### config.mk
export PLATFORM = sky130hd
export DESIGN_NAME = ptConfigPort
export DESIGN_NICKNAME = d
export VERILOG_FILES = /design/src/logic/axiLitePkg.sv /design/src/logic/pagerTypesPkg.sv /design/src/logic/ptConfigPort.sv
export SDC_FILE = /design/constraint.sdc
export NUM_CORES = 1
export LEC_CHECK = 0
export ABC_AREA = 1
export ABC_CLOCK_PERIOD_IN_PS = 1200
export BUFFER_PORTS_ARGS = -buffer_cell sky130_fd_sc_hd__buf_2
export CAP_MARGIN = 10
export CORE_ASPECT_RATIO = 0.9
export CORE_MARGIN = 3
export CORE_UTILIZATION = 31
export CTS_BUF_LIST = sky130_fd_sc_hd__clkbuf_8 sky130_fd_sc_hd__clkbuf_16
export CTS_CLUSTER_SIZE = 12
export DETAILED_ROUTE_END_ITERATION = 8
export PLACE_DENSITY = 0.81
export SYNTH_ARGS = -nofsm -noshare
export SYNTH_HDL_FRONTEND = slang
export SYNTH_SLANG_ARGS = --single-unit
export TNS_END_PERCENT = 1
### constraint.sdc
create_clock -name clk -period 1.2 [get_ports clk]
set_input_delay 0.24 -clock clk [delete_from_list [all_inputs] [get_ports clk]]
set_output_delay 0.24 -clock clk [all_outputs]
set_load 0.005 [all_outputs]
### src/logic/axiLitePkg.sv
`default_nettype none

package axiLitePkg;

  typedef enum logic [1:0] {
    okay   = 2'b00,
    slverr = 2'b10
  } axiResp;

  typedef struct packed {
    logic [11:0] addr;
    logic        valid;
  } axiAw;

  typedef struct packed {
    logic [11:0] addr;
    logic        valid;
  } axiAr;

  typedef struct packed {
    logic [31:0] data;
    logic [3:0]  strb;
    logic        valid;
  } axiW;

  typedef struct packed {
    axiResp resp;
    logic   valid;
  } axiB;

  typedef struct packed {
    logic [31:0] data;
    axiResp      resp;
    logic        valid;
  } axiR;

endpackage

`default_nettype wire

### src/logic/pagerTypesPkg.sv
`default_nettype none

package pagerTypesPkg;

  // Half-word page table entry, flags above the physical page
  typedef struct packed {
    logic        access;
    logic        public;
    logic        writable;
    logic        software;
    logic        cache;
    logic [12:0] page;
  } pageEntry;

  // One table word, seen whole or as its two halves
  typedef union packed {
    logic [35:0] raw;
    struct packed {
      pageEntry left;
      pageEntry right;
    } halves;
  } ptWord;

  typedef struct packed {
    logic       user;
    logic [3:0] vHigh;
  } dirTag;

  typedef struct packed {
    logic [12:0] vPage;
    logic        user;
    logic        exec;
    logic        paged;
    logic        write;
    logic        testPrivate;
    logic        illEntry;
  } lookupReq;

  typedef struct packed {
    // Virtual page rides along for unpaged exec references
    logic [12:0] vPage;
    logic        execPagedRef;
    logic        userPagedRef;
    logic        unpagedExec;
    logic        pagedRef;
    logic        write;
    logic        testPrivate;
    logic        illEntry;
  } refClass;

  typedef struct packed {
    pageEntry entry;
    logic     match;
    logic     parityOk;
  } tableResult;

  typedef enum logic [2:0] {
    none,
    illEntry,
    noAccess,
    writeViolation,
    privateViolation,
    parityError,
    refill
  } failCode;

  typedef struct packed {
    logic [12:0] pPage;
    logic        ok;
    logic        pageFail;
    logic        pageRefill;
    failCode     code;
    logic        cacheable;
    logic        software;
  } lookupResp;

endpackage

`default_nettype wire
### src/logic/ptConfigPort.sv
`default_nettype none

module ptConfigPort import pagerTypesPkg::*, axiLitePkg::*; #(
  parameter int ptAddrWidth = 8
) (
  input  logic                   clk,
  input  logic                   reset,
  input  axiAw                   aw,
  input  axiW                    w,
  input  axiAr                   ar,
  input  logic                   bready,
  input  logic                   rready,
  output logic                   awready,
  output logic                   wready,
  output logic                   arready,
  output axiB                    b,
  output axiR                    r,
  output logic                   wrEn,
  output logic [ptAddrWidth-1:0] wrIndex,
  output logic                   wrHalf,
  output pageEntry               wrEntry,
  output dirTag                  wrTag,
  output logic                   wrBadParity,
  output logic                   dirClear,
  output logic [ptAddrWidth-1:0] cfgIndex,
  output logic                   cfgHalf,
  input  pageEntry               cfgEntry,
  input  dirTag                  cfgTag,
  input  logic                   cfgValid
);

  localparam logic [11:0] ctrlAddr = 12'(1 << (ptAddrWidth + 3));

  logic                   wrFire;
  logic                   wrIsEntry;
  logic                   wrIsCtrl;
  logic                   rdFire;
  logic                   rdIsEntry;
  logic                   rdIsCtrl;
  logic                   bValid;
  axiResp                 bResp;
  logic                   rValid;
  axiResp                 rResp;
  logic                   rdIsEntryQ;
  logic [ptAddrWidth-1:0] rdIndexQ;
  logic                   rdHalfQ;

  // Write channel, address and data taken together
  assign wrIsEntry = (aw.addr >> (ptAddrWidth + 3)) == 12'd0;
  assign wrIsCtrl = aw.addr == ctrlAddr;
  assign wrFire = aw.valid && w.valid && !bValid;
  assign awready = wrFire;
  assign wready = wrFire;

  assign wrEn = wrFire && wrIsEntry && (w.strb != 4'd0);
  assign dirClear = wrFire && wrIsCtrl && (w.strb != 4'd0);
  assign wrIndex = aw.addr[ptAddrWidth+2:3];
  assign wrHalf = aw.addr[2];
  assign wrEntry = w.data[17:0];
  assign wrTag = w.data[22:18];
  assign wrBadParity = w.data[31];

  always_ff @(posedge clk) begin
    if (reset) begin
      bValid <= 1'b0;
    end else if (wrFire) begin
      bValid <= 1'b1;
    end else if (bready) begin
      bValid <= 1'b0;
    end
  end

  always_ff @(posedge clk) begin
    if (wrFire) begin
      if (wrIsEntry || wrIsCtrl) begin
        bResp <= okay;
      end else begin
        bResp <= slverr;
      end
    end
  end

  assign b = '{resp: bResp, valid: bValid};

  // Read channel
  assign rdIsEntry = (ar.addr >> (ptAddrWidth + 3)) == 12'd0;
  assign rdIsCtrl = ar.addr == ctrlAddr;
  assign rdFire = ar.valid && !rValid;
  assign arready = !rValid;

  // Held address keeps the table readback steady while R waits
  assign cfgIndex = rValid ? rdIndexQ : ar.addr[ptAddrWidth+2:3];
  assign cfgHalf = rValid ? rdHalfQ : ar.addr[2];

  always_ff @(posedge clk) begin
    if (reset) begin
      rValid <= 1'b0;
    end else if (rdFire) begin
      rValid <= 1'b1;
    end else if (rready) begin
      rValid <= 1'b0;
    end
  end

  always_ff @(posedge clk) begin
    if (rdFire) begin
      rdIsEntryQ <= rdIsEntry;
      rdIndexQ <= ar.addr[ptAddrWidth+2:3];
      rdHalfQ <= ar.addr[2];
      if (rdIsEntry || rdIsCtrl) begin
        rResp <= okay;
      end else begin
        rResp <= slverr;
      end
    end
  end

  assign r = '{
    data: rdIsEntryQ ? {8'd0, cfgValid, cfgTag, cfgEntry} : 32'd0,
    resp: rResp,
    valid: rValid
  };

endmodule

`default_nettype wire

# Yosys cells after proc, flatten, opt, wreduce, memory -nomap -nowiden
# Cells that the tools add are included.
# totals
latchBits,0
romBits,0
mem_bits_rw,0
memories,0
elab_cells,34
out_inout_bits,85
inputBits,91
register_bits,16
# classes
bitwise_logic,0
mux,9
addsub,0
n_reduce_logical,16
n_eq_ne,2
multipliers,0
magnitude_cmp,0
div,0
shifts,0
# ops
cell,count
equality test 12 bit (second input constant),2
logical NOT 12 bit,2
2-to-1 mux 24 bit,1
2-to-1 mux 8 bit,1
logical AND 1 bit,7
2-to-1 mux 1 bit,5
2-to-1 mux 2 bit,2
nonzero test 2 bit,2
nonzero test 4 bit,1
logical NOT 1 bit,2
logical OR 1 bit,2

# Logic depth before layout (Yosys ltp)
# logic_depth
word_depth,4
mapped_depth,5
mapped_depth_nobuf,5

# Worst setup path before layout
# Ideal clock, no wire load.
# synth_timing
path_type,register -> register
start,register rValid
end,register rResp[1] (enable)
path_slack_ps,121
n_path_buf,0
setup_time_ps,339
t_required_ps,861
t_arrival_ps,740
path_stages_with_launch,4
period_less_slack_ps,1079
path_cell_list,dfxtp_1 inv_2 nand2_1 inv_1
# synth_between
elab_chain_len,2
# synth_rtl
element,line,source
from (decl),ptConfigPort.sv:42,logic rValid;
from (signal assigned),ptConfigPort.sv:97,rValid <= 1'b0;
from (signal assigned),ptConfigPort.sv:99,rValid <= 1'b1;
from (signal assigned),ptConfigPort.sv:101,rValid <= 1'b0;
logical NOT 1 bit,-,
via arready,ptConfigPort.sv:15,"output logic arready,"
logical AND 1 bit,ptConfigPort.sv:88,assign rdFire = ar.valid && !rValid;
via rdFire,ptConfigPort.sv:37,logic rdFire;
to (signal assigned),ptConfigPort.sv:111,rResp <= okay;
to (signal assigned),ptConfigPort.sv:113,rResp <= slverr;
to (decl),ptConfigPort.sv:43,axiResp rResp;
# The timed path passes the listed nets, and every way through them passes these cells.
# A chain may end at the register's enable or synchronous reset.

==> run metrics <==
fin. max-slew vios=0; min cycle time layout=1.25 ns; antenna viol nets, final=0; Sw Share=0.264; ANT cells=0; Row Count=21; switching power=356 uW; multi-input logic area=393 um^2; Mapped Cells=~200; achievable frequency=800 MHz; drt initial violations=9; Avg WL per Cell=9.71 um; CTS buffer count=3; Seq/Total Area, Yosys=0.312; max cap viols=0; initial antenna violation count=0; share of layout cells above drive strength 1=0.442; Syn Area/Cell=around 6.5 um^2; Core Region=approximately 0.0038 mm^2; Setup TNS=-0.998 ns; final core utilization=0.439; Synth Register Bits=14; initial core utilization=0.334; Clock Path Buffers=2; fin crit share=1.04; Via Count=about 1,300; count leader, synth=nand2_1; dominant cell type by area after synthesis=edfxtp_1; Pwr Density=approximately 800 mW/mm^2; violated checks=setup timing; Synth top area share=0.281; first-pass GRT wire length=about 4.7 mm; cell chain of the critical path=buf_6 > nand2_1 > inv_1 > buf_2; Detailed Place HPWL=between 2 and 3 mm; Placed Instance Area=0.00160 mm^2; Leak=0.00115 uW; Layout Skew=between 0.007 and 0.008 ns; nets=roughly 370; Die Height=around 67 um; Sequential Power Share=0.425; Synth Warn #=0; clock sinks=14; Gate power share=0.299; delay-heaviest family, CP=flip-flops; slowest CP cell=edfxtp_1; iteration count of the initial detailed-routing pass=4; CP arrival=1.01 ns; Worst Setup Start Kind=flop; total of fill cells in the finished design=384; worst-skew pair later-pin latency=about 0.24 ns; DRC viols=0; RSZ-0062 raised after global routing=yes; Crit Path Class=reg -> out; Worst R2R Start=rValid; fin area=between 0.0015 and 0.002 mm^2; CP endpoint kind=output port; synth unique cells=13; worst min path class=in -> reg; H-tree Lvls=1; Pwr Total=1350 uW; WL final=3.13 mm; Synth top cells by count=nand2_1, buf_4, inv_1; IO Port Bufs=109; Crit. Startpoint=rdIsEntryQ; root buf cell=clkbuf_8; # IOs=176; CTS tree=done; Congestion Overflow GR=0; main flop type after synthesis=edfxtp_1; die area=0.00495 mm^2; Synth-to-Final Area Change=31.2%; Req. time, crit path=0.96 ns; Max VDD drop=0.512 mV; # setup viols final=30; Reg area=405 um^2; setup ws final=-0.0507 ns; hold violation total from the final report=0; GR Util All Layers=0.119; number of synthesized flops with an enable pin=12; routed vias/inst=4.02; clk slew on worst S/H paths=0.06 ns; routability cong.=roughly 0.66; vias in the first global route=1,112; mapped cell area=0.00128 mm^2; status=finished with violations; CP max stage delay=0.37 ns; internal power=between 900 and 1000 uW; CP max FO=24; Worst Hold Launch=reset; Clk network pwr share=0.276; largest net degree at the start of global routing=25; largest cells by area after synthesis=edfxtp_1, buf_4, nand2_1; Die W=73.8 um; CTS Hold Buffers Added=0; Buf/Inv on CP=3; ys async rst share=0
-- power groups by stage --
| stage | Combinational [uW] | Clock (uW) | Sequential (uW) |
|---|---|---|---|
| 5_1_grt | 463 | 413 | 578 |
| 3_5_place_dp | 391 | 0 | 582 |
| 2_1_floorplan | 265 | 0 | 584 |
| 3_3_place_gp | 385 | 0 | 581 |
| 6_report | 404 | 373 | 575 |
| 4_1_cts | 411 | 387 | 575 |
-- worst paths after layout --
check,to,slack (ns),cells after the start
worst max-delay path,r[23],-0.05,4
worst min-delay path,rValid,0.16,2
worst max register to register,rdIndexQ[4],0.09,4
worst min register to register,bValid,0.50,2
-- area by class of cell --
type | count | area share
Sequential cell | 14 | 0.241
Timing Repair Buffer | 114 | 0.364
Clock inverter | 1 | 0.00223
Inverter | 45 | 0.100
Multi-Input combinational cell | 99 | 0.233
Clock buffer | 3 | 0.0245
Tap cell | 46 | 0.0342
-- worst register-to-register path, delay by kind of cell, from the launching register on --
family,cells,cell delay (ns)
buf+inv,3,0.37
flops,1,0.36
simple gates,1,0.08
-- stage by stage --
step | hold WS (ns) | setup slack, ns | cells
6_report | 0.159 | -0.0507 | 322
5_1_grt | 0.162 | -0.117 | 322
4_1_cts | 0.159 | -0.0630 | 322
3_5_place_dp | 0.423 | 0.110 | 317
3_3_place_gp | 0.421 | 0.129 | 317
2_1_floorplan | 0.309 | 0.121 | 207
-- sequential cells by signal (all words and copies together), names as in the netlist --
name and count:
rdIsEntryQ 1, rdHalfQ 1, bValid 1, rValid 1, bResp 1, rResp 1
rdIndexQ 8
-- what timing repair did --
action / CTS / global route
endpoints found under the setup margin: 34 / 35
cloned: 1 / 0
pin swaps: 6 / 0
setup buffers: 0 / 0
resized for setup: 15 / 0
-- per-layer routing --
| metal | vias up | wire, um | GRT usage |
|---|---|---|---|
| met3 | 2 | 520 | 0.0483 |
| met4 | 0 | 4 | 0.0226 |
| li1 | 670 | - | - |
| met5 | - | 0 | 0 |
| met1 | 530 | 1010 | 0.114 |
| met2 | 91 | 1590 | 0.235 |
-- kinds of logic (layout without fill, tap and decap cells) --
logic type	Yosys count	after routing	synth area share
simple gates	80	80	0.237
buf+inv	94	163	0.413
other cells	1	10	0.00292
compound gates	9	9	0.0351
flops	14	14	0.312
-- layout by cell type, fill, tap and decap left out --
cell type / Yosys / final
edfxtp_1: 12 / 12
or2_0: 1 / 1
nor2_1: 20 / 19
buf_2: 3 / 108
clkinv_1: 0 / 1
clkbuf_8: 0 / 3
buf_12: 0 / 1
o21ai_2: 0 / 1
buf_4: 46 / 1
nand2_1: 58 / 58
inv_2: 1 / 1
dfxtp_4: 0 / 1
buf_6: 0 / 4
dfxtp_2: 0 / 1
a21oi_1: 4 / 4
conb_1: 1 / 10
inv_1: 44 / 44
o21ai_1: 0 / 4
nand3_1: 1 / 1
nor2_2: 0 / 1
No activity file was read; power rests on OpenSTA's default activity.
