**config.mk**
```make
export PLATFORM = sky130hd
export DESIGN_NAME = refClassifier
export DESIGN_NICKNAME = d
export VERILOG_FILES = /design/src/logic/pagerTypesPkg.sv /design/src/logic/refClassifier.sv
export SDC_FILE = /design/constraint.sdc
export NUM_CORES = 1
export LEC_CHECK = 0
export ABC_AREA = 1
export BUFFER_PORTS_ARGS = -buffer_cell sky130_fd_sc_hd__buf_2
export CELL_PAD_IN_SITES_DETAIL_PLACEMENT = 0
export CELL_PAD_IN_SITES_GLOBAL_PLACEMENT = 1
export CORE_ASPECT_RATIO = 1.2
export CORE_MARGIN = 2
export CORE_UTILIZATION = 30
export DETAILED_ROUTE_END_ITERATION = 12
export GPL_ROUTABILITY_DRIVEN = 0
export PLACE_DENSITY = 0.89
export REMOVE_ABC_BUFFERS = 1
export SYNTH_ARGS = -nofsm -noshare
export SYNTH_HDL_FRONTEND = slang
export SYNTH_SLANG_ARGS = --single-unit
```
**constraint.sdc**
```tcl
create_clock -name clk -period 1 [get_ports clk]
set_input_delay 0.2 -clock clk [delete_from_list [all_inputs] [get_ports clk]]
set_output_delay 0.2 -clock clk [all_outputs]
set_load 0.03 [all_outputs]
```
**src/logic/pagerTypesPkg.sv**
```systemverilog
`default_nettype none

package pagerTypesPkg;

  // Half-word page table entry, flags above the physical page
  typedef struct packed {
    logic        access;
    logic        public;
    logic        writable;
    logic        software;
    logic        cache;
    logic [12:0] page;
  } pageEntry;

  // One table word, seen whole or as its two halves
  typedef union packed {
    logic [35:0] raw;
    struct packed {
      pageEntry left;
      pageEntry right;
    } halves;
  } ptWord;

  typedef struct packed {
    logic       user;
    logic [3:0] vHigh;
  } dirTag;

  typedef struct packed {
    logic [12:0] vPage;
    logic        user;
    logic        exec;
    logic        paged;
    logic        write;
    logic        testPrivate;
    logic        illEntry;
  } lookupReq;

  typedef struct packed {
    // Virtual page rides along for unpaged exec references
    logic [12:0] vPage;
    logic        execPagedRef;
    logic        userPagedRef;
    logic        unpagedExec;
    logic        pagedRef;
    logic        write;
    logic        testPrivate;
    logic        illEntry;
  } refClass;

  typedef struct packed {
    pageEntry entry;
    logic     match;
    logic     parityOk;
  } tableResult;

  typedef enum logic [2:0] {
    none,
    illEntry,
    noAccess,
    writeViolation,
    privateViolation,
    parityError,
    refill
  } failCode;

  typedef struct packed {
    logic [12:0] pPage;
    logic        ok;
    logic        pageFail;
    logic        pageRefill;
    failCode     code;
    logic        cacheable;
    logic        software;
  } lookupResp;

endpackage

`default_nettype wire
```
**src/logic/refClassifier.sv**
```systemverilog
`default_nettype none

module refClassifier import pagerTypesPkg::*; (
  input  logic     clk,
  input  logic     reset,
  input  logic     advance,
  input  lookupReq req,
  output refClass  cls
);

  refClass clsNext;

  always_comb begin
    clsNext.vPage = req.vPage;
    clsNext.execPagedRef = req.exec && req.paged && !req.illEntry;
    // User space is always mapped
    clsNext.userPagedRef = req.user && !req.illEntry;
    clsNext.unpagedExec = req.exec && !req.paged;
    clsNext.pagedRef = clsNext.execPagedRef || clsNext.userPagedRef;
    clsNext.write = req.write;
    clsNext.testPrivate = req.testPrivate;
    clsNext.illEntry = req.illEntry;
  end

  // Same enable as the table read so both land in stage one together
  always_ff @(posedge clk) begin
    if (reset) begin
      cls <= '0;
    end else if (advance) begin
      cls <= clsNext;
    end
  end

endmodule

`default_nettype wire

```
# Yosys cells after proc, flatten, opt, wreduce, memory -nomap -nowiden
# Index checks and enable logic that the tools add are counted.
dict set report word_totals {
  ff_bits 20
  inputBits 22
  output_inout_bits 20
}
dict set report classes {
  reduce_logical 7
}
# operator n
set ops {}
lappend ops {{logical AND 1 bit} 4}
lappend ops {{logical NOT 1 bit} 2}
lappend ops {{logical OR 1 bit} 1}

# Depth between registers and ports, before layout
# Gate-level depths: netlist of the first run.
dict set report logic_depth {
  word_depth 3
  depth_mapped 5
  mapped_depth_nobuf 5
}

# Least setup slack after synthesis of the first run
# No wires, ideal clock.
dict set report synth_path {
  path_kind {reg-to-reg}
  from {reg, netlist name cls[3]}
  to {reg cls[3] in the netlist's numbering}
  arrival_time_ns 0.719
  setup_slack_ns 0.217
  stages_incl_launch_ff 5
  period_less_slack_ns 0.783
  cell_sequence {dfxtp_1 > nand2_1 > nand2_1 > nor2_1 > nor2_1}
}
# element line_no
set synth_rtl {}
lappend synth_rtl {{end signal: assignment} refClassifier.sv:30} ;# cls <= clsNext;
lappend synth_rtl {{end: declaration} refClassifier.sv:8} ;# output refClass cls

# Worst setup path in the final report of the first run
dict set report layout_path {
  from {reg cls[0] in the netlist's numbering}
  to {out cls[0] in the netlist's numbering}
}
# No word-level cell between the ends.

==> out/qor.yml, run 1 <==
fin_cells: 164
finClkSkew_ps: 0
grt_max_degree: 22
num_io_pins: 42
synth_top_cell_by_area: "dfxtp_1"
slew_headroom_pct: 79.7
pre_cts_ws_ps: 83.5
nNetsFinal: 156
drt_iter0_drc: 24
ys_warn_count: 0
critical_path.max_fanout: 2
avgRoutedWirePerCell_um: 11.1
clk_pin_slew_ps: 110
worstPathCellList: "buf_6"
reg2reg_depth: 4
port_buffers: 41
largest_reg_flops: 20
synth_cell_types: 15
cp_num_buf_inv: 1
critPathTopFamily: "flip-flops"
max-vdd-ir-drop_v: 0.000743
ant_nets: 0
mostFrequentLayoutCell: "nor2_1"
fin_crit_ps: 984
die-area_um2: 2820
cts_tree: "built"
grt_pass1_wl_um: 3040
die_x_um: 48.8
htree_num_levels: 1
grt_usage_pct: 13.6
diodes: 0
syn_inst: 91
rsz0062_at_grt: "yes"
outcome: "finished clean"
synth-seq-cells: 20
numCtsBuffers: 3
maxCapViolCount: 0
hold-path-cell-count: 2
postCtsSetupBuffers: 0
cts_root_buffer: "clkbuf_4"
drive_gt1_share_pct: 52.6
reg.largest.list: "cls (20)"
yosysSeqAreaShare_pct: 55.5
drt-total-wl_um: 1820
regMostFlops: "cls"
fmax_mhz: 1020
cts_sinks: 20
worst_slack_ps: 15.5
p_leak_uw: 0.000539
syn_to_final_growth_pct: 57.5
critPathKind: "reg2out"
hpwlAfterDp_um: 1280
crit_path_start_kind: "flop"
mostFrequentLayoutCells: "nor2_1 (33), buf_2 (21), dfxtp_2 (20), buf_6 (20), o21ai_0 (11)"
start_util_pct: 31.6
holdBufCountCts: 0
final-setup-viol-count: 0
grt.overflow.total: 0
clock_latency_ps: 290
antenna_found_initial: 0
fin_tns_setup_ps: 0
cp_data_required_time_ps: 800
fin_crit_sh_pct: 98.4
drv_slew: 0
drcViolationCount: 0
drt_pre_antenna_iters: 6
grt_pass1_vias: 740
rows: 19
hold_viol_final: 0
fillCellCount: 234
cpPeakStageDelay_ps: 360
syn_avg_cell_area_um2: 7.93
critPathCaptureType: "output pin"
worst_pin_slew_ps: 304
synthTopCellsByArea: "dfxtp_1 (55%), nor2_1 (17%), o21ai_0 (7.6%), o21ai_1 (4.2%), buf_6 (3.1%)"
reg2reg_slack_ps: 330
powerDensity_nw_per_um2: 1510
netlist_area_um2: 722
synth_top_cell_area_share_pct: 55.5
hold_class: "in2reg"
coreArea_um2: 2280
num_vias: 741
die_height_um: 57.7
critPathArrivalTime_ps: 780
worst-path-stages: 1
placed_cells: 160
cts_buffer_depth: 2
avgViaCountPerCell: 4.52
cp_slowest_cell: "dfxtp_2"
[report_power, final]
part / leakage (uW) / total [uW] / internal (uW) / switching (uW)
combinational: 0.000346 / 371 / 164 / 207
sequential: 0.000172 / 895 / 859 / 36.5
clock: 0.0000210 / 455 / 222 / 233
[final cells by class]
cell class | instances | area [um^2] | area share [%]
flip-flops and latches | 20 | 425 | 37.4
repair buffers | 42 | 350 | 30.8
multi-input cells | 63 | 272 | 23.9
well taps | 31 | 38.8 | 3.41
clock buffers | 4 | 36.3 | 3.19
inverters | 4 | 15.0 | 1.32
[metrics by stage]
step | cell area [um^2] | util (%) | total power (uW) | hold slack [ps]
after global placement | 951 | 41.7 | 1200 | 420
after detailed placement | 951 | 41.7 | 1200 | 433
after CTS | 1130 | 49.7 | 1750 | 98.1
after global routing | 1140 | 49.8 | 1820 | 98.1
after floorplan | 687 | - | 1070 | 269
final | 1140 | 49.8 | 1720 | 112
[final timing paths]
| path | from | endpoint |
|---|---|---|
| min | reset | cls[6] |
| min reg2reg | cls[5] | cls[5] |
| max reg2reg | cls[3] | cls[3] |
| max | cls[0] | cls[0] |
[cell families after synthesis]
family / Yosys count / synth area share, %
compound gates: 21 / 14.6
flops: 20 / 55.5
buf+inv: 8 / 6.93
simple gates: 42 / 23.1
[cell usage after synthesis (all sizes together)]
library cell	n
nor2	34
dfxtp	20
o21ai	17
nand2	6
a21oi	4
buf	4
inv	4
nand3	1
nand4	1
[metal layers]
metal  track usage, %  wire, um  up-vias
li1                 -         -      374
met1             15.8       758      336
met2             23.1       925       29
met3             2.84       115        2
met4             8.57        22        0
met5                0         0        -
[timing repair]
| action | CTS | global route |
|---|---|---|
| endpoints found under the hold margin | 0 | 0 |
| setup endpoints to repair | 20 | 20 |
| resized for setup | 58 | 2 |
(Power assumes the default switching activity.)
==> run 2, diff against run 1 <==
--- a/config.mk
+++ b/config.mk
@@ -6,16 +6,15 @@
 export NUM_CORES = 1
 export LEC_CHECK = 0
 export ABC_AREA = 1
-export BUFFER_PORTS_ARGS = -buffer_cell sky130_fd_sc_hd__buf_2
 export CELL_PAD_IN_SITES_DETAIL_PLACEMENT = 0
 export CELL_PAD_IN_SITES_GLOBAL_PLACEMENT = 1
 export CORE_ASPECT_RATIO = 1.2
 export CORE_MARGIN = 2
 export CORE_UTILIZATION = 30
 export DETAILED_ROUTE_END_ITERATION = 12
+export DONT_BUFFER_PORTS = 1
 export GPL_ROUTABILITY_DRIVEN = 0
-export PLACE_DENSITY = 0.89
-export REMOVE_ABC_BUFFERS = 1
+export PLACE_DENSITY = 0.67
 export SYNTH_ARGS = -nofsm -noshare
 export SYNTH_HDL_FRONTEND = slang
 export SYNTH_SLANG_ARGS = --single-unit
==> out/qor.yml, run 2 (same netlist as run 1, synthesis figures left out) <==
regMostFlops: "cls"
drt_pre_antenna_iters: 4  # -2
cp_num_buf_inv: 1  # unchanged
grt_pass1_vias: 616  # -17%
hpwlAfterDp_um: 1060  # -17%
fillCellCount: 253  # +8.1%
largest_reg_flops: 20  # unchanged
cts_tree: "built"
hold_viol_final: 0  # unchanged
cpPeakStageDelay_ps: 350  # about the same
diodes: 0  # unchanged
hold_class: "in2reg"
htree_num_levels: 1  # unchanged
critPathArrivalTime_ps: 760  # -20 ps
clk_pin_slew_ps: 100  # about the same
critPathTopFamily: "flip-flops"
wl_met3_um: 120  # +4.3%
num_io_pins: 42  # unchanged
reg.largest.list: "cls (20)"
hold_ws_ps: 46.6  # -65.0 ps
ant_nets: 0  # unchanged
coreArea_um2: 2280  # unchanged
min-delay-start: "req[6]"
wl_met2_um: 781  # -16%
fin_crit_sh_pct: 96.0  # -2.5 points
avgViaCountPerCell: 4.68  # +3.6%
grt_max_degree: 23  # +4.5%
nNetsFinal: 121  # -22%
wl_met1_um: 614  # -19%
port_buffers: 0  # -100%
critPathCaptureType: "output pin"
reg2reg_depth: 2  # -2
die_height_um: 57.7  # unchanged
worst-path-stages: 1  # unchanged
antenna_found_initial: 0  # unchanged
worst_slack_ps: 40.2  # +24.7 ps
cts_root_buffer: "clkbuf_4"
final-setup-viol-count: 0  # unchanged
crit_path_start_kind: "flop"
clock_latency_ps: 280  # about the same
fmax_mhz: 1040  # +2.6%
numCtsBuffers: 3  # unchanged
finClkSkew_ps: 0  # unchanged
grt_pass1_wl_um: 2660  # -13%
rsz0062_at_grt: "yes"
cp_data_required_time_ps: 800  # about the same
drcViolationCount: 0  # unchanged
grt.overflow.total: 0  # unchanged
syn_to_final_growth_pct: 17.2
drt_iter0_drc: 24  # unchanged
placed_cells: 122  # -24%
rows: 19  # unchanged
drive_gt1_share_pct: 33.0  # -20 points
worst_pin_slew_ps: 309  # +4.71 ps
worstPathCellList: "buf_6"
num_vias: 599  # -19%
mostFrequentLayoutCells: "nor2_1 (33), dfxtp_2 (20), o21ai_0 (11), o21ai_1 (6), nand2_1 (5)"
cp_slowest_cell: "dfxtp_2"
die_x_um: 48.8  # unchanged
outcome: "finished clean"
critical_path.max_fanout: 2  # unchanged
syn_nets: 113
hold-path-cell-count: 2  # unchanged
grt_usage_pct: 12.3  # -1.3 points
highest_layer: "met4"
slew_headroom_pct: 79.4  # -0.31 points
avgRoutedWirePerCell_um: 11.9  # +7.5%
cts_buffer_depth: 2  # unchanged
drt-total-wl_um: 1530  # -16%
die-area_um2: 2820  # unchanged
fin_tns_setup_ps: 0  # unchanged
maxCapViolCount: 0  # unchanged
critPathKind: "reg2out"
max-vdd-ir-drop_v: 0.000639  # -14%
cts_sinks: 20  # unchanged
worstSetupStartpoint: "cls[3]"
powerDensity_nw_per_um2: 1730  # +14%
drv_slew: 0  # unchanged
mostFrequentLayoutCell: "nor2_1"
p_leak_uw: 0.000356  # -34%
pre_cts_ws_ps: 202  # +118 ps
fin_crit_ps: 960  # -24.7 ps
r2r_start: "cls[1]"
fin_cells: 128  # -22%
start_util_pct: 31.6  # unchanged
[run 2: cell count changes in the layout (fill, tap and decap cells not counted)]
cell | previous run | this run
buf_2 | 21 | 0
buf_6 | 20 | 4
dlygate4sd3_1 | 0 | 2
buf_12 | 1 | 0
clkbuf_8 | 1 | 0
buf_4 | 0 | 1
[run 2: path summary, 6_finish.rpt]
kind	end	slack, ps
worst max-delay path	cls[3]	40
worst min-delay path	cls[7]	50
worst max register to register	cls[1]	280
worst min register to register	cls[5]	480
[run 2: per-stage QoR]
| step | power (uW) | utilization, % | area [um^2] |
|---|---|---|---|
| finish | 1460 | 37.1 | 846 |
| global placement | 1100 | 33.1 | 756 |
| CTS | 1500 | 36.7 | 838 |
| global route | 1560 | 37.1 | 846 |
| detailed placement | 1110 | 33.1 | 756 |
| floorplan | 1090 | - | 722 |
[run 2: cell type report]
| class | instances | area (um^2) | share of cell area, % |
|---|---|---|---|
| sequential | 20 | 425 | 50.3 |
| multi-input combinational | 63 | 272 | 32.1 |
| timing repair buffer | 7 | 72.6 | 8.58 |
| tap | 31 | 38.8 | 4.59 |
| clock buffer | 3 | 22.5 | 2.66 |
| inverter | 4 | 15.0 | 1.78 |
[run 2: power by group]
group	internal [uW]	switching, uW	leakage (uW)	total (uW)
Combinational	54.8	76.5	0.000170	131
Sequential	860	119	0.000172	979
Clock	140	214	0.0000138	354
[run 2: metal layers]
layer  track usage [%]  up-vias
met1              13.6      266
met5                 0        -
met4              7.35        0
li1                  -      303
met3              3.35        2
met2              21.3       28
[run 2: what timing repair did]
item                                    in CTS  in global routing
cloned                                       0                  0
gates resized for setup                     24                  0
endpoints found under the setup margin      20                  4
endpoints found under the hold margin        4                  0
setup buffers                                0                  1
hold buffers                                 2                  0
