--- src/logic/pagerTypesPkg.sv ---
`default_nettype none

package pagerTypesPkg;

  // Half-word page table entry, flags above the physical page
  typedef struct packed {
    logic        access;
    logic        public;
    logic        writable;
    logic        software;
    logic        cache;
    logic [12:0] page;
  } pageEntry;

  // One table word, seen whole or as its two halves
  typedef union packed {
    logic [35:0] raw;
    struct packed {
      pageEntry left;
      pageEntry right;
    } halves;
  } ptWord;

  typedef struct packed {
    logic       user;
    logic [3:0] vHigh;
  } dirTag;

  typedef struct packed {
    logic [12:0] vPage;
    logic        user;
    logic        exec;
    logic        paged;
    logic        write;
    logic        testPrivate;
    logic        illEntry;
  } lookupReq;

  typedef struct packed {
    // Virtual page rides along for unpaged exec references
    logic [12:0] vPage;
    logic        execPagedRef;
    logic        userPagedRef;
    logic        unpagedExec;
    logic        pagedRef;
    logic        write;
    logic        testPrivate;
    logic        illEntry;
  } refClass;

  typedef struct packed {
    pageEntry entry;
    logic     match;
    logic     parityOk;
  } tableResult;

  typedef enum logic [2:0] {
    none,
    illEntry,
    noAccess,
    writeViolation,
    privateViolation,
    parityError,
    refill
  } failCode;

  typedef struct packed {
    logic [12:0] pPage;
    logic        ok;
    logic        pageFail;
    logic        pageRefill;
    failCode     code;
    logic        cacheable;
    logic        software;
  } lookupResp;

endpackage

`default_nettype wire
--- src/logic/pageCheck.sv ---
`default_nettype none

module pageCheck import pagerTypesPkg::*; (
  input  logic       clk,
  input  logic       reset,
  input  logic       advance,
  input  tableResult tbl,
  input  refClass    cls,
  input  logic       stage1Valid,
  input  logic       respReady,
  output lookupResp  resp,
  output logic       respValid
);

  lookupResp respNext;
  logic      load;

  assign load = advance && stage1Valid;

  // Fail priority, first match wins
  always_comb begin
    respNext = '0;
    respNext.code = none;
    if (cls.illEntry) begin
      respNext.pageFail = 1'b1;
      respNext.code = illEntry;
    end else if (cls.unpagedExec) begin
      if (cls.testPrivate) begin
        respNext.pageFail = 1'b1;
        respNext.code = illEntry;
      end else begin
        respNext.ok = 1'b1;
        respNext.pPage = cls.vPage;
      end
    end else if (!tbl.match) begin
      respNext.pageRefill = 1'b1;
      respNext.code = refill;
    end else if (!tbl.parityOk) begin
      respNext.pageFail = 1'b1;
      respNext.code = parityError;
    end else if (!tbl.entry.access) begin
      respNext.pageFail = 1'b1;
      respNext.code = noAccess;
    end else if (cls.write && !tbl.entry.writable) begin
      respNext.pageFail = 1'b1;
      respNext.code = writeViolation;
    end else if (cls.testPrivate && cls.userPagedRef && !tbl.entry.public) begin
      respNext.pageFail = 1'b1;
      respNext.code = privateViolation;
    end else begin
      respNext.ok = 1'b1;
      respNext.pPage = tbl.entry.page;
      respNext.cacheable = tbl.entry.cache;
      respNext.software = tbl.entry.software;
    end
  end

  always_ff @(posedge clk) begin
    if (reset) begin
      respValid <= 1'b0;
    end else if (load) begin
      respValid <= 1'b1;
    end else if (respReady) begin
      respValid <= 1'b0;
    end
  end

  always_ff @(posedge clk) begin
    if (load) begin
      resp <= respNext;
    end
  end

endmodule

`default_nettype wire

--- config.mk ---
export PLATFORM = sky130hd
export DESIGN_NAME = pageCheck
export DESIGN_NICKNAME = d
export VERILOG_FILES = /design/src/logic/pagerTypesPkg.sv /design/src/logic/pageCheck.sv
export SDC_FILE = /design/constraint.sdc
export NUM_CORES = 1
export LEC_CHECK = 0
export ABC_AREA = 0
export ABC_CLOCK_PERIOD_IN_PS = 2300
export BUFFER_PORTS_ARGS = -buffer_cell sky130_fd_sc_hd__buf_2
export CORE_MARGIN = 5
export CORE_UTILIZATION = 43
export CTS_CLUSTER_DIAMETER = 30
export CTS_CLUSTER_SIZE = 8
export DETAILED_ROUTE_END_ITERATION = 16
export GPL_TIMING_DRIVEN = 1
export MAX_ROUTING_LAYER = met4
export PLACE_DENSITY = 0.8
export REMOVE_ABC_BUFFERS = 1
export SYNTH_ARGS = -nofsm -noshare
export SYNTH_HDL_FRONTEND = slang
export SYNTH_SLANG_ARGS = --single-unit
--- constraint.sdc ---
create_clock -name clk -period 2.3 [get_ports clk]
set_input_delay 0.115 -clock clk [delete_from_list [all_inputs] [get_ports clk]]
set_output_delay 0.115 -clock clk [all_outputs]
set_load 0.1 [all_outputs]
After elaboration in Yosys (flattened, before gate mapping)
Cells that the tools add are included.
- flip-flop bits (word level): 22
- input bits: 45
- output and inout port bits: 22
- multiplexer cells: 22
- bitwise gates (word level): 3
- reductions and logical operators: 9
- operators by type and width (kind ; number):
    $mux 14 ; 5
    $mux 15 ; 2
    $mux 3 ; 6
    $mux 1 ; 9
    $reduce_or 7->1 ; 1
    $logic_and 1x1->1 ; 4
    $not 1->1 ; 3
    $logic_not 1->1 ; 2
    $reduce_bool 2->1 ; 1
    $reduce_or 2->1 ; 1

Depth between registers and ports, before layout
Gate-level depths: netlist of run 1.
- depth in word-level cells: 8
- gate-level depth with buffers: 4
- mapped depth without buffers: 3

Least setup slack after synthesis of run 1
OpenSTA, ideal clock, no wires.
- path type: register to register
- start point: register respValid (netlist name)
- end point: register respValid
- arrival: 1.156 ns
- data required time: 2.233 ns
- path slack: 1.077 ns
- stages on the path, launching flop included: 3
- buffers on the path: 0
- clock period less this slack: 1.223 ns
- cells stage by stage: dfxtp_1 -> a21oi_1 -> nor2_1
- RTL lines (item ; RTL line ; text):
    end signal: assignment ; pageCheck.sv:60 ; respValid <= 1'b0;
    end signal: assignment ; pageCheck.sv:62 ; respValid <= 1'b1;
    end signal: assignment ; pageCheck.sv:64 ; respValid <= 1'b0;
    end: declaration ; pageCheck.sv:12 ; output logic respValid

Worst setup path after layout of run 1
- start point: input cls[4] (netlist name)
- end point: register resp[17] (netlist name) (data pin)
- cells in the longest elaborated chain, start to end: 1
- ends and longest elaborated chain (item ; RTL line ; text):
    start: declaration ; pageCheck.sv:8 ; input refClass cls,
    $mux 15 ; pageCheck.sv:27 ; end else if (cls.unpagedExec) begin
    end signal: assignment ; pageCheck.sv:70 ; resp <= respNext;
    end: declaration ; pageCheck.sv:11 ; output lookupResp resp,
Every way passes these cells.
A chain may end at the register's enable or synchronous reset.

==> flow_summary_export.csv, run 1 <==
group,metric,value,unit
routing,wl_per_cell,13.8,um
power_and_ir_drop,irDropWorstVdd,0.377,mV
power_and_ir_drop,p_per_area,702,mW/mm^2
power_and_ir_drop,intPower,0.618,mW
placed_design,globalplace.congestion,0.734,
cells_and_area,drive_above_1_share,55.7,%
critical_path,path_max_fanout,9,
critical_path,crit_arrival,1.41,ns
power_and_ir_drop,power_frac_seq,49.5,%
cts,cts_sinks,22,
routing,vias,779,
global_routing,grt_max_degree,23,
yosys,synthTopCellsByArea,"edfxtp_1 (67%), a22o_1 (12%), nor4_4 (2.2%)",
cts,cts_tree,"yes",
critical_path,rrSetupSlack,1.68,ns
sta,hold_viol,0,
floorplan,fp.dieW,56.9,um
power_and_ir_drop,p_leak,0.568,nW
critical_path,r2r_cells,2,
cells_and_area,fin_cells,159,
min_path,min_from,"tbl[16]",
floorplan,initial_core_util,44.1,%
run,cap_violations,0,
cells_and_area,area_growth,42.8,%
yosys,ys_ff_latch,22,
placed_design,dp.cells,154,
yosys,syn_inst,62,
global_routing,grt_pass1_wl,3620,um
routing,first_iter_violations,9,
routing,finalWirelength,2200,um
critical_path,cp-start-kind,"input pin",
critical_path,required,2.47,ns
routing,via_per_inst,4.90,
global_routing,use_met1,16.0,%
sta,finalSetupViolCount,0,
critical_path,r2r-start,"respValid",
yosys,yosysWarnings,0,
cells_and_area,fillerInstances,196,
global_routing,top_usage_layer,"met2",
power_and_ir_drop,switching_share,34.9,%
critical_path,path_cells,"buf_2 -> or3b_1 -> nor4_4 -> buf_4 -> a22o_1",
placed_design,place_hpwl,1800,um
routing,drc,0,
min_path,whs_endpoint,"resp[0]",
global_routing,grt_pass1_vias,821,
yosys,ys_async_sr_fraction,0,%
yosys,ys_types,23,
status,status,"completed",
routing,ant_nets,0,
global_routing,gr-usage-all-layers,14.6,%
cts,path_clk_slew,0.11,ns
yosys,yosysTopAreaCell,"edfxtp_1",
sta,fin_crit_sh,53.9,%
cts,cts_buffer_depth,2,
sta,min_period,1.24,ns
cells_and_area,diodes,0,
yosys,synth_edf_count,21,
cts,insertion_delay,0.30,ns
sta,finalSetupTns,0,ns
yosys,ys.flop_type,"edfxtp_1",
yosys,yosysSeqAreaShare,68.7,%
cts,cts_buffers,3,
critical_path,timing.critical_path.buf_inv,2,
global_routing,grt_overflow,0,
critical_path,r2r-end,"respValid",
power_and_ir_drop,pwr-share-clk,21.3,%
critical_path,worst-setup-path-type,"input pin to flop",
floorplan,rows,17,
cells_and_area,nNetsFinal,177,
power_and_ir_drop,p_sw,0.332,mW
yosys,netlist.area_leader.share,66.6,%
sta,drv_slew,0,
floorplan,die_area,0.00324,mm^2
sta,tightest_slew,0.894,ns
routing,dr.pass1.iters,4,
sta,slew_headroom,40.4,%
global_routing,antenna_found_initial,0,
floorplan,design.core.area,0.00215,mm^2
critical_path,critical-path-top-delay-family,"simple AND/OR/NAND/NOR gates",
cts,cts_root_buf,"clkbuf_4",
sta,fin_skew,0,ns
critical_path,critical_path.slowest_cell,"or3b_1",
sta,rsz0062_at_grt,"no",
floorplan,io_pins,67,
yosys,avgSynthCellArea,15.3,um^2
global_routing,grtUsageMet3,4.07,%
floorplan,die_y,56.9,um
cts,htree_levels,1,
yosys,yosysMostFrequentCell,"edfxtp_1",
global_routing,grt_use_met2,25.0,%
sta,fmax,807,MHz
critical_path,cp-end-kind,"flop",
placed_design,portBuffers,64,
yosys,yosys-top-cells-count,"edfxtp_1 (21), a22o_1 (13), and2_1 (3), o21ai_0 (3)",
power_and_ir_drop,combPwrFrac,29.2,%
cts,postCtsSetupBuffers,0,
min_path,hold_path.class,"input pin to flop",
min_path,holdPathStages,2,
critical_path,slowest_delay,0.42,ns
yosys,synth_area,947,um^2
## power groups by stage
| stage | clock network, mW | registers (mW) | logic [mW] |
|---|---|---|---|
| 5_1_grt | 0.228 | 0.472 | 0.289 |
| 3_3_place_gp | 0 | 0.478 | 0.273 |
| 6_report | 0.202 | 0.469 | 0.277 |
| 4_1_cts | 0.209 | 0.470 | 0.279 |
| 3_5_place_dp | 0 | 0.479 | 0.277 |
| 2_1_floorplan | 0 | 0.658 | 0.0291 |
## worst max-delay path by stage
stage / from / end / slack [ns] / depth (start not counted)
final: cls[4] / resp[17] / 1.06 / 5
after global routing: cls[4] / resp[17] / 0.97 / 5
after CTS: cls[4] / resp[17] / 1.03 / 5
after detailed placement: cls[4] / resp[17] / 0.71 / 5
after global placement: cls[4] / resp[15] / 0.74 / 5
after floorplan: cls[1] / resp[10] / 0.96 / 2
## kinds of logic after synthesis
group / Yosys count / share of synthesized area, %
buffers and inverters: 4 / 2.51
AND/OR/NAND/NOR: 15 / 11.6
flip-flops: 22 / 68.7
AO/OA/AOI/OAI: 21 / 17.2
## sequential cells by signal, summed over array words and instances (netlist names)
register	count
resp	21
respValid	1
## cells in the final DEF (no fill, tap or decap), drive strengths merged, types with 2 or more instances in the layout
master  instances
buf            66
inv             2
and2            3
a22o           13
edfxtp         21
a21oi           2
nor3            2
o21ai           3
clkbuf          4
## layout make-up
cell class                 count  area [um^2]  area share [%]
inverter                       2         7.51           0.555
timing repair buffer          67          345            25.5
tap                           28         35.0            2.59
sequential                    22          651            48.1
multi-input combinational     36          278            20.5
clock buffer                   4         36.3            2.68
## routing by layer
| layer | part of all wire (%) | wire (um) | up-vias |
|---|---|---|---|
| met1 | 35 | 766 | 342 |
| met2 | 50 | 1100 | 46 |
| li1 | - | - | 387 |
| met3 | 13 | 286 | 4 |
| met4 | 1.9 | 42 | 0 |
| met5 | 0 | 0 | - |
## metrics by stage
stage / instance area [um^2] / setup slack (ns) / util [%] / power [mW] / hold WS, ns
final: 1350 / 1.06 / 63.0 / 0.949 / 0.0864
after global routing: 1350 / 0.971 / 63.0 / 0.990 / 0.0788
after CTS: 1350 / 1.03 / 63.0 / 0.958 / 0.0828
after detailed placement: 1310 / 0.709 / 60.8 / 0.757 / 0.294
after global placement: 1310 / 0.738 / 60.8 / 0.751 / 0.273
after floorplan: 931 / 0.964 / - / 0.687 / 0.187
## timing repair
| item | CTS | global route |
|---|---|---|
| gates resized for setup | 0 | 0 |
| hold buffers | 1 | 0 |
| endpoints found under the hold margin | 1 | 0 |
Note: power is estimated with default switching activity, not from simulation.
==> inputs of run 2 (changes only) <==
--- a/config.mk
+++ b/config.mk
@@ -5,17 +5,17 @@
 export SDC_FILE = /design/constraint.sdc
 export NUM_CORES = 1
 export LEC_CHECK = 0
-export ABC_AREA = 0
-export ABC_CLOCK_PERIOD_IN_PS = 2300
+export ABC_AREA = 1
+export ABC_CLOCK_PERIOD_IN_PS = 1100
 export BUFFER_PORTS_ARGS = -buffer_cell sky130_fd_sc_hd__buf_2
 export CORE_MARGIN = 5
-export CORE_UTILIZATION = 43
+export CORE_UTILIZATION = 39
 export CTS_CLUSTER_DIAMETER = 30
 export CTS_CLUSTER_SIZE = 8
 export DETAILED_ROUTE_END_ITERATION = 16
 export GPL_TIMING_DRIVEN = 1
 export MAX_ROUTING_LAYER = met4
-export PLACE_DENSITY = 0.8
+export PLACE_DENSITY = 0.72
 export REMOVE_ABC_BUFFERS = 1
 export SYNTH_ARGS = -nofsm -noshare
 export SYNTH_HDL_FRONTEND = slang
==> constraint.sdc (replaced) <==
create_clock -name clk -period 1.1 [get_ports clk]
set_input_delay 0.055 -clock clk [delete_from_list [all_inputs] [get_ports clk]]
set_output_delay 0.055 -clock clk [all_outputs]
set_load 0.1 [all_outputs]
==> run 2 against run 1 <==
Against the previous run:
- sequential power up 120%
- utilization up 4.6 points
- combinational power rose to 2.9 times the previous value
- global-route usage up 0.79 points
- clock power up 87%
- critical endpoint is now resp[17]
==> flow_summary_export.csv, run 2 <==
group,metric,value,unit
critical_path,slowest_delay,0.35,ns
global_routing,antenna_found_initial,0,
sta,finalSetupTns,0,ns
placed_design,globalplace.congestion,0.784,
yosys,yosysSeqAreaShare,57.0,%
floorplan,io_pins,67,
critical_path,path_cells,"buf_4",
critical_path,worst-setup-path-type,"flop to output port",
critical_path,path_max_fanout,1,
critical_path,timing.critical_path.buf_inv,1,
critical_path,required,1.04,ns
cells_and_area,fin_cells,213,
sta,min_period,1.00,ns
yosys,yosysMostFrequentCell,"nand2_1",
yosys,synth_area,0.00114,mm^2
sta,fin_crit_sh,91.3,%
placed_design,post-place-ws,0.0778,ns
cts,cts_tree,"yes",
yosys,syn_inst,109,
global_routing,gr-usage-all-layers,15.4,%
critical_path,rrSetupSlack,0.45,ns
floorplan,die_area,0.00411,mm^2
critical_path,crit_end,"resp[17]",
status,status,"completed",
sta,slew_headroom,80.0,%
run,cap_violations,0,
cells_and_area,fillerInstances,222,
sta,rsz0062_at_grt,"no",
routing,finalWirelength,3030,um
yosys,yosys-top-cells-count,"nand2_1 (41), edfxtp_1 (21), inv_1 (10), nand3_2 (10), nand3_1 (5)",
placed_design,dp.cells,206,
sta,finalSetupViolCount,0,
critical_path,cp-end-kind,"output port",
cells_and_area,largest_reg_flops,21,
cells_and_area,utilization,67.5,%
power_and_ir_drop,irDropWorstVdd,0.757,mV
critical_path,cp.depth,1,
yosys,netlist.area_leader.share,55.2,%
min_path,holdPathStages,3,
power_and_ir_drop,p_per_area,1170,mW/mm^2
routing,dr.pass1.iters,4,
cells_and_area,nNetsFinal,228,
yosys,avgSynthCellArea,10.5,um^2
critical_path,r2r-end,"respValid",
yosys,ys_async_sr_fraction,0,%
cells_and_area,final_cell_mix,"buf_2 (42), nand2_1 (41), buf_12 (22)",
sta,fin_skew,0,ns
routing,ant_nets,0,
yosys,yosysTopAreaCell,"edfxtp_1",
floorplan,fp.dieW,64.1,um
placed_design,portBuffers,64,
yosys,ys_types,16,
sta,drv_slew,0,
critical_path,crit_path_start,"resp[17]",
power_and_ir_drop,p_leak,0.882,nW
routing,vias,1021,
global_routing,grt_pass1_vias,1063,
global_routing,grt_max_degree,15,
cells_and_area,regMostFlops,"resp",
cells_and_area,drive_above_1_share,50.0,%
critical_path,critical-path-top-delay-family,"flip-flops",
routing,drc,0,
sta,whs,0.00791,ns
global_routing,grt_overflow,0,
cts,cts_buffers,3,
critical_path,crit_arrival,0.95,ns
floorplan,die_y,64.1,um
yosys,synth_edf_count,21,
critical_path,r2r-start,"respValid",
critical_path,r2r_cells,2,
cells_and_area,final_common_cell,"buf_2",
cells_and_area,top_regs,"resp x21, respValid x1",
critical_path,critical_path.slowest_cell,"edfxtp_1",
floorplan,initial_core_util,41.1,%
sta,tightest_slew,0.299,ns
sta,fmax,996,MHz
cells_and_area,diodes,0,
global_routing,grt_pass1_wl,4730,um
cts,insertion_delay,0.31,ns
yosys,ys_ff_latch,22,
floorplan,rows,19,
floorplan,design.core.area,0.00278,mm^2
cts,cts_buffer_depth,2,
critical_path,cp-start-kind,"flop",
cts,path_clk_slew,0.12,ns
sta,worst_slack,0.0960,ns
routing,via_per_inst,4.79,
yosys,ys.flop_type,"edfxtp_1",
yosys,synthTopCellsByArea,"edfxtp_1 (55%), nand2_1 (13%), nand3_2 (8.8%)",
sta,hold_viol,0,
cts,cts_sinks,22,
placed_design,place_hpwl,2470,um
min_path,hold_path.class,"input pin to flop",
routing,first_iter_violations,34,
cells_and_area,area_growth,64.4,%
cts,cts_root_buf,"clkbuf_4",
cts,htree_levels,1,
routing,wl_per_cell,14.2,um
yosys,yosysWarnings,0,
## run 2: cell types whose count changed in the layout (fill, tap and decap cells not counted), moves of 4 or more
cell / previous run / this run
inv_1: 2 / 10
buf_2: 64 / 42
buf_12: 0 / 22
nand3_1: 0 / 5
nand2_2: 0 / 4
a22o_1: 13 / 0
nand2_1: 1 / 41
nand3_2: 0 / 10
## run 2: area by class of cell
cell class,instances,area [um^2],area share (%)
Inverter,11,41.3,2.20
Timing Repair Buffer,72,718,38.2
Clock buffer,4,26.3,1.40
Tap cell,31,38.8,2.07
Multi-Input combinational cell,73,403,21.5
Sequential cell,22,651,34.6
## run 2: logic make-up after synthesis
logic type,share of synthesized area (%)
AOI/OAI and AO/OA,2.19
and+or+nand+nor,33.1
buffers and inverters,7.78
DFF,57.0
## run 2: what timing repair did
| action | in CTS | in global routing |
|---|---|---|
| hold buffers | 3 | 0 |
| buffers inserted | 0 | 0 |
| endpoints found under the setup margin | 1 | 0 |
| gates resized for setup | 1 | 0 |
| hold endpoints to repair | 2 | 0 |
## run 2: report_power, final
group	leakage, nW	total [mW]	switching [mW]	internal, mW
Combinational	0.681	0.806	0.518	0.288
Clock	0.0150	0.378	0.236	0.142
Sequential	0.187	1.01	0.0403	0.974
Total	0.882	2.20	0.795	1.40
## run 2: worst min-delay path by stage
| stage | from | endpoint | slack, ns |
|---|---|---|---|
| 3_5_place_dp | reset | respValid | 0.22 |
| 6_report | cls[14] | resp[15] | 0.008 |
| 5_1_grt | cls[14] | resp[15] | 0.0008 |
| 3_3_place_gp | reset | respValid | 0.21 |
| 4_1_cts | cls[14] | resp[15] | 0.002 |
| 2_1_floorplan | reset | respValid | 0.12 |
## run 2: layer usage
metal	share of wire (%)	track usage, %
met5	0	-
met4	3.0	8.40
met3	7.8	4.03
met2	56	28.3
met1	33	14.4
## run 2: through the flow
stage	instance area [um^2]	power (mW)
after floorplan	1090	1.47
after global placement	1820	1.82
after detailed placement	1820	1.84
after CTS	1880	2.22
after global routing	1880	2.29
final	1880	2.20
